**src/logic/threshold_reset_pkg.sv**
```systemverilog
// Threshold reset shared definitions
package threshold_reset_pkg;

    // Register map, only the low 4 address bits are decoded
    typedef enum logic [3:0] {
        OFF_SIGNAL_VALUE = 4'h0,
        OFF_THRESHOLD    = 4'h4,
        OFF_STATUS       = 4'h8
    } reg_offset_e;

    // Shared by the write and read channel FSMs
    typedef enum logic [1:0] {
        ST_IDLE   = 2'd0,
        ST_ACCESS = 2'd1,
        ST_RESP   = 2'd2
    } axil_state_e;

    // Write request from the bus side to the register file
    typedef struct packed {
        logic        en;
        logic [3:0]  offset;
        logic [31:0] data;
        logic        strb0;
    } reg_wr_t;

    // AXI response code
    localparam logic [1:0] AXI_RESP_OKAY = 2'b00;

    // Position of the reset_out readback in STATUS
    localparam int STATUS_RESET_BIT = 4;

endpackage
```
**src/logic/threshold_reset_top.sv**
```systemverilog
// Threshold reset generator top level
module threshold_reset_top #(
    parameter int SIGNAL_WIDTH = 8,
    parameter int ADDR_WIDTH   = 32
) (
    input  logic                  s_axi_aclk,
    input  logic                  s_axi_aresetn,

    input  logic [ADDR_WIDTH-1:0] s_axi_awaddr,
    input  logic                  s_axi_awvalid,
    output logic                  s_axi_awready,

    input  logic [31:0]           s_axi_wdata,
    input  logic [3:0]            s_axi_wstrb,
    input  logic                  s_axi_wvalid,
    output logic                  s_axi_wready,

    output logic [1:0]            s_axi_bresp,
    output logic                  s_axi_bvalid,
    input  logic                  s_axi_bready,

    input  logic [ADDR_WIDTH-1:0] s_axi_araddr,
    input  logic                  s_axi_arvalid,
    output logic                  s_axi_arready,

    output logic [31:0]           s_axi_rdata,
    output logic [1:0]            s_axi_rresp,
    output logic                  s_axi_rvalid,
    input  logic                  s_axi_rready,

    output logic                  reset_out
);

    // Between bus port and register file
    threshold_reset_pkg::reg_wr_t wr_req;
    logic [3:0]                   rd_offset;
    logic [31:0]                  rd_data;

    axil_slave_port #(
        .ADDR_WIDTH (ADDR_WIDTH)
    ) u_port (
        .s_axi_aclk    (s_axi_aclk),
        .s_axi_aresetn (s_axi_aresetn),
        .s_axi_awaddr  (s_axi_awaddr),
        .s_axi_awvalid (s_axi_awvalid),
        .s_axi_awready (s_axi_awready),
        .s_axi_wdata   (s_axi_wdata),
        .s_axi_wstrb   (s_axi_wstrb),
        .s_axi_wvalid  (s_axi_wvalid),
        .s_axi_wready  (s_axi_wready),
        .s_axi_bresp   (s_axi_bresp),
        .s_axi_bvalid  (s_axi_bvalid),
        .s_axi_bready  (s_axi_bready),
        .s_axi_araddr  (s_axi_araddr),
        .s_axi_arvalid (s_axi_arvalid),
        .s_axi_arready (s_axi_arready),
        .s_axi_rdata   (s_axi_rdata),
        .s_axi_rresp   (s_axi_rresp),
        .s_axi_rvalid  (s_axi_rvalid),
        .s_axi_rready  (s_axi_rready),
        .wr_req        (wr_req),
        .rd_offset     (rd_offset),
        .rd_data       (rd_data)
    );

    threshold_monitor #(
        .SIGNAL_WIDTH (SIGNAL_WIDTH)
    ) u_monitor (
        .s_axi_aclk    (s_axi_aclk),
        .s_axi_aresetn (s_axi_aresetn),
        .wr_req        (wr_req),
        .rd_offset     (rd_offset),
        .rd_data       (rd_data),
        .reset_out     (reset_out)
    );

endmodule

```
**src/logic/threshold_monitor.sv**
```systemverilog
// Threshold register file and comparator
module threshold_monitor #(
    parameter int SIGNAL_WIDTH = 8
) (
    input  logic                          s_axi_aclk,
    input  logic                          s_axi_aresetn,
    input  threshold_reset_pkg::reg_wr_t  wr_req,
    input  logic [3:0]                    rd_offset,
    output logic [31:0]                   rd_data,
    output logic                          reset_out
);

    logic [SIGNAL_WIDTH-1:0] signal_value;
    logic [SIGNAL_WIDTH-1:0] threshold;
    logic [2:0]              control;
    logic                    exceeded;
    logic [31:0]             status_word;

    // Register writes, lane 0 only
    always_ff @(posedge s_axi_aclk) begin
        if (!s_axi_aresetn) begin
            signal_value <= '0;
            threshold    <= '0;
            control      <= '0;
        end else if (wr_req.en && wr_req.strb0) begin
            case (wr_req.offset)
                threshold_reset_pkg::OFF_SIGNAL_VALUE: begin
                    signal_value <= wr_req.data[SIGNAL_WIDTH-1:0];
                end
                threshold_reset_pkg::OFF_THRESHOLD: begin
                    threshold <= wr_req.data[SIGNAL_WIDTH-1:0];
                end
                threshold_reset_pkg::OFF_STATUS: begin
                    control <= wr_req.data[2:0];
                end
                default: begin
                    // Unmapped offset, write dropped
                end
            endcase
        end
    end

    // Strictly greater, equal values do not trip the reset
    assign exceeded = signal_value > threshold;

    // Control bit 0 enables updates, otherwise hold
    always_ff @(posedge s_axi_aclk) begin
        if (!s_axi_aresetn) begin
            reset_out <= 1'b0;
        end else if (control[0]) begin
            reset_out <= exceeded;
        end
    end

    // STATUS layout: control in [2:0], reset_out readback above
    always_comb begin
        status_word = '0;
        status_word[2:0] = control;
        status_word[threshold_reset_pkg::STATUS_RESET_BIT] = reset_out;
    end

    // Read mux
    always_comb begin
        case (rd_offset)
            threshold_reset_pkg::OFF_SIGNAL_VALUE: rd_data = 32'(signal_value);
            threshold_reset_pkg::OFF_THRESHOLD:    rd_data = 32'(threshold);
            threshold_reset_pkg::OFF_STATUS:       rd_data = status_word;
            default:                               rd_data = '0;
        endcase
    end

endmodule

```
**src/logic/axil_slave_port.sv**
```systemverilog
// AXI4-Lite slave port
module axil_slave_port #(
    parameter int ADDR_WIDTH = 32
) (
    input  logic                          s_axi_aclk,
    input  logic                          s_axi_aresetn,

    // Write address channel
    input  logic [ADDR_WIDTH-1:0]         s_axi_awaddr,
    input  logic                          s_axi_awvalid,
    output logic                          s_axi_awready,

    // Write data channel
    input  logic [31:0]                   s_axi_wdata,
    input  logic [3:0]                    s_axi_wstrb,
    input  logic                          s_axi_wvalid,
    output logic                          s_axi_wready,

    // Write response channel
    output logic [1:0]                    s_axi_bresp,
    output logic                          s_axi_bvalid,
    input  logic                          s_axi_bready,

    // Read address channel
    input  logic [ADDR_WIDTH-1:0]         s_axi_araddr,
    input  logic                          s_axi_arvalid,
    output logic                          s_axi_arready,

    // Read data channel
    output logic [31:0]                   s_axi_rdata,
    output logic [1:0]                    s_axi_rresp,
    output logic                          s_axi_rvalid,
    input  logic                          s_axi_rready,

    // Register file side
    output threshold_reset_pkg::reg_wr_t  wr_req,
    output logic [3:0]                    rd_offset,
    input  logic [31:0]                   rd_data
);

    threshold_reset_pkg::axil_state_e wr_state;
    threshold_reset_pkg::axil_state_e rd_state;

    logic        wr_accept;
    logic        wr_en;
    logic [3:0]  wr_offset;
    logic [31:0] wr_data;
    logic        wr_strb0;

    // Address and data must arrive together before a write starts
    assign wr_accept = (wr_state == threshold_reset_pkg::ST_IDLE) &&
                       s_axi_awvalid && s_axi_wvalid;

    assign wr_req = '{
        en:     wr_en,
        offset: wr_offset,
        data:   wr_data,
        strb0:  wr_strb0
    };

    // No error responses are ever generated
    assign s_axi_bresp = threshold_reset_pkg::AXI_RESP_OKAY;
    assign s_axi_rresp = threshold_reset_pkg::AXI_RESP_OKAY;

    // Write FSM
    always_ff @(posedge s_axi_aclk) begin
        if (!s_axi_aresetn) begin
            wr_state      <= threshold_reset_pkg::ST_IDLE;
            s_axi_awready <= 1'b0;
            s_axi_wready  <= 1'b0;
            s_axi_bvalid  <= 1'b0;
            wr_en         <= 1'b0;
        end else begin
            case (wr_state)
                threshold_reset_pkg::ST_IDLE: begin
                    if (wr_accept) begin
                        s_axi_awready <= 1'b1;
                        s_axi_wready  <= 1'b1;
                        wr_en         <= 1'b1;
                        wr_state      <= threshold_reset_pkg::ST_ACCESS;
                    end
                end
                threshold_reset_pkg::ST_ACCESS: begin
                    // Register file updates at the end of this cycle
                    s_axi_awready <= 1'b0;
                    s_axi_wready  <= 1'b0;
                    wr_en         <= 1'b0;
                    s_axi_bvalid  <= 1'b1;
                    wr_state      <= threshold_reset_pkg::ST_RESP;
                end
                threshold_reset_pkg::ST_RESP: begin
                    if (s_axi_bready) begin
                        s_axi_bvalid <= 1'b0;
                        wr_state     <= threshold_reset_pkg::ST_IDLE;
                    end
                end
                default: begin
                    wr_state <= threshold_reset_pkg::ST_IDLE;
                end
            endcase
        end
    end

    // Write payload captured on the accepting edge
    always_ff @(posedge s_axi_aclk) begin
        if (wr_accept) begin
            wr_offset <= s_axi_awaddr[3:0];
            wr_data   <= s_axi_wdata;
            wr_strb0  <= s_axi_wstrb[0];
        end
    end

    // Read FSM
    always_ff @(posedge s_axi_aclk) begin
        if (!s_axi_aresetn) begin
            rd_state      <= threshold_reset_pkg::ST_IDLE;
            s_axi_arready <= 1'b0;
            s_axi_rvalid  <= 1'b0;
        end else begin
            case (rd_state)
                threshold_reset_pkg::ST_IDLE: begin
                    if (s_axi_arvalid) begin
                        s_axi_arready <= 1'b1;
                        rd_state      <= threshold_reset_pkg::ST_ACCESS;
                    end
                end
                threshold_reset_pkg::ST_ACCESS: begin
                    s_axi_arready <= 1'b0;
                    s_axi_rvalid  <= 1'b1;
                    rd_state      <= threshold_reset_pkg::ST_RESP;
                end
                threshold_reset_pkg::ST_RESP: begin
                    // Hold rvalid and rdata until the master takes them
                    if (s_axi_rready) begin
                        s_axi_rvalid <= 1'b0;
                        rd_state     <= threshold_reset_pkg::ST_IDLE;
                    end
                end
                default: begin
                    rd_state <= threshold_reset_pkg::ST_IDLE;
                end
            endcase
        end
    end

    // Read address and data path
    always_ff @(posedge s_axi_aclk) begin
        if (rd_state == threshold_reset_pkg::ST_IDLE && s_axi_arvalid) begin
            rd_offset <= s_axi_araddr[3:0];
        end
        if (rd_state == threshold_reset_pkg::ST_ACCESS) begin
            s_axi_rdata <= rd_data;
        end
    end

endmodule

```
**config.mk**
```make
export PLATFORM = sky130hd
export DESIGN_NAME = threshold_reset_top
export DESIGN_NICKNAME = d
export VERILOG_FILES = /design/src/logic/threshold_reset_pkg.sv /design/src/logic/threshold_reset_top.sv /design/src/logic/threshold_monitor.sv /design/src/logic/axil_slave_port.sv
export SDC_FILE = /design/constraint.sdc
export NUM_CORES = 1
export LEC_CHECK = 0
export BUFFER_PORTS_ARGS = -buffer_cell sky130_fd_sc_hd__clkbuf_2
export CORE_MARGIN = 1.5
export CORE_UTILIZATION = 43
export DETAILED_ROUTE_END_ITERATION = 10
export PLACE_DENSITY_LB_ADDON = 0.05
export SLEW_MARGIN = 0
export SYNTH_ARGS = -nofsm -noshare
export SYNTH_HDL_FRONTEND = slang
export SYNTH_SLANG_ARGS = --single-unit
```
**constraint.sdc**
```tcl
create_clock -name s_axi_aclk -period 2.3 [get_ports s_axi_aclk]
set_input_delay 0.46 -clock s_axi_aclk [delete_from_list [all_inputs] [get_ports s_axi_aclk]]
set_output_delay 0.46 -clock s_axi_aclk [all_outputs]
set_load 0.05 [all_outputs]
```
==> reports/summary.log <==
INFO  status         result_of_the_run=finished clean
INFO  clock_tree     post_cts.resized_instances=0
INFO  timing         clock.fmax=579MHz
INFO  clock_tree     sinks_on_clock_net=53
INFO  worst_setup_path cp-end-kind=flip-flop
INFO  clock_tree     cts_inserted_buffers=5
INFO  floorplan      io_pins=149
INFO  grt            via_count_of_the_first_global_routing_pass=1,307
INFO  clock_tree     cts-hold-fix-buffers=0
INFO  synthesis      synth_area_per_cell=11.5µm²
INFO  synthesis      synth_seq_area_share=53.9%
INFO  cells_and_area stdcell_area=0.00268mm²
INFO  job            max-cap-violations=0
INFO  worst_setup_path regToRegStartpoint=u_monitor.threshold[7]
INFO  worst_setup_path setup.worst_path.start=u_monitor.threshold[7]
INFO  cells_and_area finalNetCount=366
INFO  clock_tree     cts_root_buffer=sky130_fd_sc_hd__clkbuf_8
INFO  power_and_ir_drop sw_frac_of_total=27.9%
INFO  timing         worst-slew-pin-transition=0.591ns
INFO  cells_and_area synthToLayoutAreaGrowth=10.2%
INFO  cells_and_area post_route_cells_drive_above_1_share=19.8%
INFO  grt            grt_remaining_overflow=0
INFO  grt            grt_start_max_net_pins=30
INFO  grt            grtUsageTotal=13.7%
INFO  clock_tree     tritoncts_clock_tree=done
INFO  drt            firstDrtPassIters=2
INFO  synthesis      synth.yosys.warnings=0
INFO  drt            postRouteWirelength=3.87mm
INFO  synthesis      syn-instance-count=211
INFO  drt            avgRoutedWirePerCell=11.9µm
INFO  worst_setup_path worst-setup-path-type=flip-flop to flip-flop
INFO  power_and_ir_drop static-leakage-power=1.17nW
INFO  power_and_ir_drop clkPwrFrac=28.5%
INFO  floorplan      initial_core_utilization=44.5%
INFO  timing         tightest_slew_margin_relative_to_the_limit=60.5%
INFO  drt            detail_route.vias_per_cell=4.55
INFO  timing         setup_ws=0.572ns
INFO  synthesis      syn-cell-area=0.00243mm²
INFO  worst_setup_path cp_data_arrival_time=1.93ns
INFO  floorplan      die_footprint=0.00612mm²
INFO  hold_path      min_path_type=input pin to flip-flop
INFO  cells_and_area postLayoutCoreUtil=49.0%
INFO  floorplan      count_of_standard_cell_rows=27
INFO  synthesis      synth_cell_type_count=30
INFO  clock_tree     cts_buffer_depth=2
INFO  clock_tree     level_count_of_the_clock_h_tree=2
INFO  timing         final_hold_viol_count=0
INFO  timing         rsz0062_at_grt=no
INFO  clock_tree     post_cts.repair.setup_buffers=0
INFO  power_and_ir_drop internal_power=1.29mW
INFO  drt            initialDrtViolationCount=40
INFO  synthesis      postSynthRegisterBits=53
INFO  timing         layout_skew=0.00773ns
INFO  drt            detailroute.via_count=1,475
INFO  worst_setup_path worst_setup_path_start_kind=flip-flop
INFO  timing         finalMaxSlewViolations=0
INFO  placement      detailed_place_hpwl=2.73mm
INFO  floorplan      core-area=0.00547mm²
INFO  hold_path      timing.hold.worst.start=s_axi_wstrb[0]
INFO  power_and_ir_drop power.switching=0.497mW
INFO  placement      port_buffers=37
INFO  power_and_ir_drop power.combinational.fraction=12.9%
INFO  grt            antenna_found_initial=0
INFO  grt            global_route_wire_length_before_repair=6.35mm
INFO  placement      place.gp.congestion=0.737
INFO  drt            drc=0
INFO  floorplan      floorplan.die.width=78.3µm
INFO  power_and_ir_drop worst_ir_drop_vdd=0.281mV
INFO  power_and_ir_drop post-layout-total-power=1.78mW
INFO  timing         final.period_utilization=75.1%
INFO  clock_tree     cts.clk_slew.worst_paths=0.09ns
INFO  placement      place_worst_setup_slack=0.588ns
INFO  clock_tree     clock_latency=0.31ns
INFO  timing         finalSetupViolations=0
INFO  power_and_ir_drop powerDensity=664mW/mm²
INFO  worst_setup_path critical_path_required=2.51ns
INFO  cells_and_area diodes=0
INFO  timing         setup-tns-final=0ns
INFO  drt            detail-route-antenna-nets=0
INFO  floorplan      die-height=78.3µm
INFO  power_and_ir_drop seqPwrFrac=58.6%
INFO  worst_setup_path timing.critical_path.fanout_max=3
INFO  placement      dpl_cell_area=0.00260mm²
INFO  timing         timing.final.crit_period=1.73ns
## power by group through the flow
stage	clock (mW)	combinational [mW]	sequential, mW
floorplan	0	0.192	1.09
global placement	0	0.230	1.07
detailed placement	0	0.230	1.07
CTS	0.528	0.230	1.05
global route	0.571	0.242	1.05
finish	0.508	0.229	1.04
## path summary, 6_finish.rpt
| kind | endpoint | slack, ns | cells past startpoint |
|---|---|---|---|
| worst max-delay path | u_monitor.reset_out | 0.57 | 6 |
| worst min-delay path | u_port.wr_strb0 | 0.32 | 1 |
| worst max register to register | u_monitor.reset_out | 0.57 | 6 |
| worst min register to register | u_port.s_axi_rvalid | 0.49 | 1 |
## worst max-delay path, cell delays in order (launching register included)
cell	delay (ns)
sky130_fd_sc_hd__dfxtp_1	0.36
sky130_fd_sc_hd__inv_1	0.05
sky130_fd_sc_hd__ha_1	0.32
sky130_fd_sc_hd__nand4_1	0.15
sky130_fd_sc_hd__o311a_1	0.40
sky130_fd_sc_hd__a32o_1	0.21
sky130_fd_sc_hd__a21o_1	0.14
## sequential cells by signal, indices dropped and copies added (netlist names), 2 cells and up
register,cells
u_port.s_axi_rdata,8
u_port.wr_offset,4
u_monitor.threshold,8
u_port.rd_state,2
u_monitor.control,3
u_monitor.signal_value,8
u_port.wr_data,8
u_port.rd_offset,4
u_port.wr_state,2
## cell usage in the layout, fill, tap and decap left out, drive strengths merged, types with 2 or more instances in the layout
cell     n
nor2b   26
nor3b    3
nor3     5
and2     2
nand3b   3
o21a     3
inv     10
edfxtp  25
mux2i   27
nor2     9
clkbuf  44
dfxtp   28
buf      5
ha       8
a21oi   10
nand2    4
conb    28
o21ai    3
## synth_stat cells
| cell | instances | area share (%) |
|---|---|---|
| sky130_fd_sc_hd__a21o_1 | 1 | 0.31 |
| sky130_fd_sc_hd__a21oi_1 | 10 | 2.1 |
| sky130_fd_sc_hd__a32o_1 | 1 | 0.41 |
| sky130_fd_sc_hd__and2_1 | 2 | 0.51 |
| sky130_fd_sc_hd__and4bb_1 | 1 | 0.51 |
| sky130_fd_sc_hd__buf_2 | 2 | 0.41 |
| sky130_fd_sc_hd__buf_4 | 29 | 8.9 |
| sky130_fd_sc_hd__buf_6 | 1 | 0.46 |
| sky130_fd_sc_hd__clkbuf_1 | 3 | 0.46 |
| sky130_fd_sc_hd__clkbuf_2 | 1 | 0.21 |
| sky130_fd_sc_hd__conb_1 | 1 | 0.15 |
| sky130_fd_sc_hd__dfxtp_1 | 28 | 23 |
| sky130_fd_sc_hd__edfxtp_1 | 25 | 31 |
| sky130_fd_sc_hd__ha_1 | 8 | 4.1 |
| sky130_fd_sc_hd__inv_1 | 10 | 1.5 |
| sky130_fd_sc_hd__mux2i_1 | 27 | 11 |
| sky130_fd_sc_hd__nand2_1 | 4 | 0.62 |
| sky130_fd_sc_hd__nand3b_1 | 3 | 0.92 |
| sky130_fd_sc_hd__nand4_1 | 1 | 0.26 |
| sky130_fd_sc_hd__nor2_1 | 9 | 1.4 |
| sky130_fd_sc_hd__nor2b_1 | 26 | 6.7 |
| sky130_fd_sc_hd__nor3_1 | 5 | 1.0 |
| sky130_fd_sc_hd__nor3b_1 | 2 | 0.62 |
| sky130_fd_sc_hd__nor3b_2 | 1 | 0.51 |
| sky130_fd_sc_hd__o211a_1 | 1 | 0.41 |
| sky130_fd_sc_hd__o21a_1 | 3 | 0.92 |
| sky130_fd_sc_hd__o21ai_0 | 3 | 0.62 |
| sky130_fd_sc_hd__o21bai_1 | 1 | 0.31 |
| sky130_fd_sc_hd__o311a_1 | 1 | 0.41 |
| sky130_fd_sc_hd__or3_1 | 1 | 0.26 |
## logic make-up after synthesis
kind of cell	Yosys count	share of synthesized area, %
muxes	27	11.1
AOI/OAI and AO/OA	21	5.45
DFF	53	53.9
and+or+nand+nor	55	13.3
other	1	0.154
buffers and inverters	46	12.0
adders and majority gates	8	4.11
## metal layers
layer / wire length [µm] / track usage, % / vias to the layer above / share of wire [%]
li1: - / - / 749 / -
met1: 1940 / 17.7 / 665 / 50
met2: 1630 / 21.2 / 55 / 42
met3: 223 / 3.95 / 6 / 5.8
met4: 69 / 6.43 / 0 / 1.8
met5: 0 / 0 / - / 0
## per-stage QoR
stage | instances | hold WS [ns]
after detailed placement | 316 | 0.477
after global routing | 324 | 0.301
final | 324 | 0.319
after floorplan | 238 | 0.447
after CTS | 324 | 0.310
after global placement | 316 | 0.477
## area by class of cell
cell class                      instances  area, µm²
Timing Repair Buffer                   42        223
Fill cell                             541       2790
Sequential cell                        53       1310
Clock buffer                            7       76.3
Tap cell                               72       90.1
Clock inverter                          1       7.51
Inverter                               10       37.5
Multi-Input combinational cell        139        937
(Power assumes the default switching activity.)
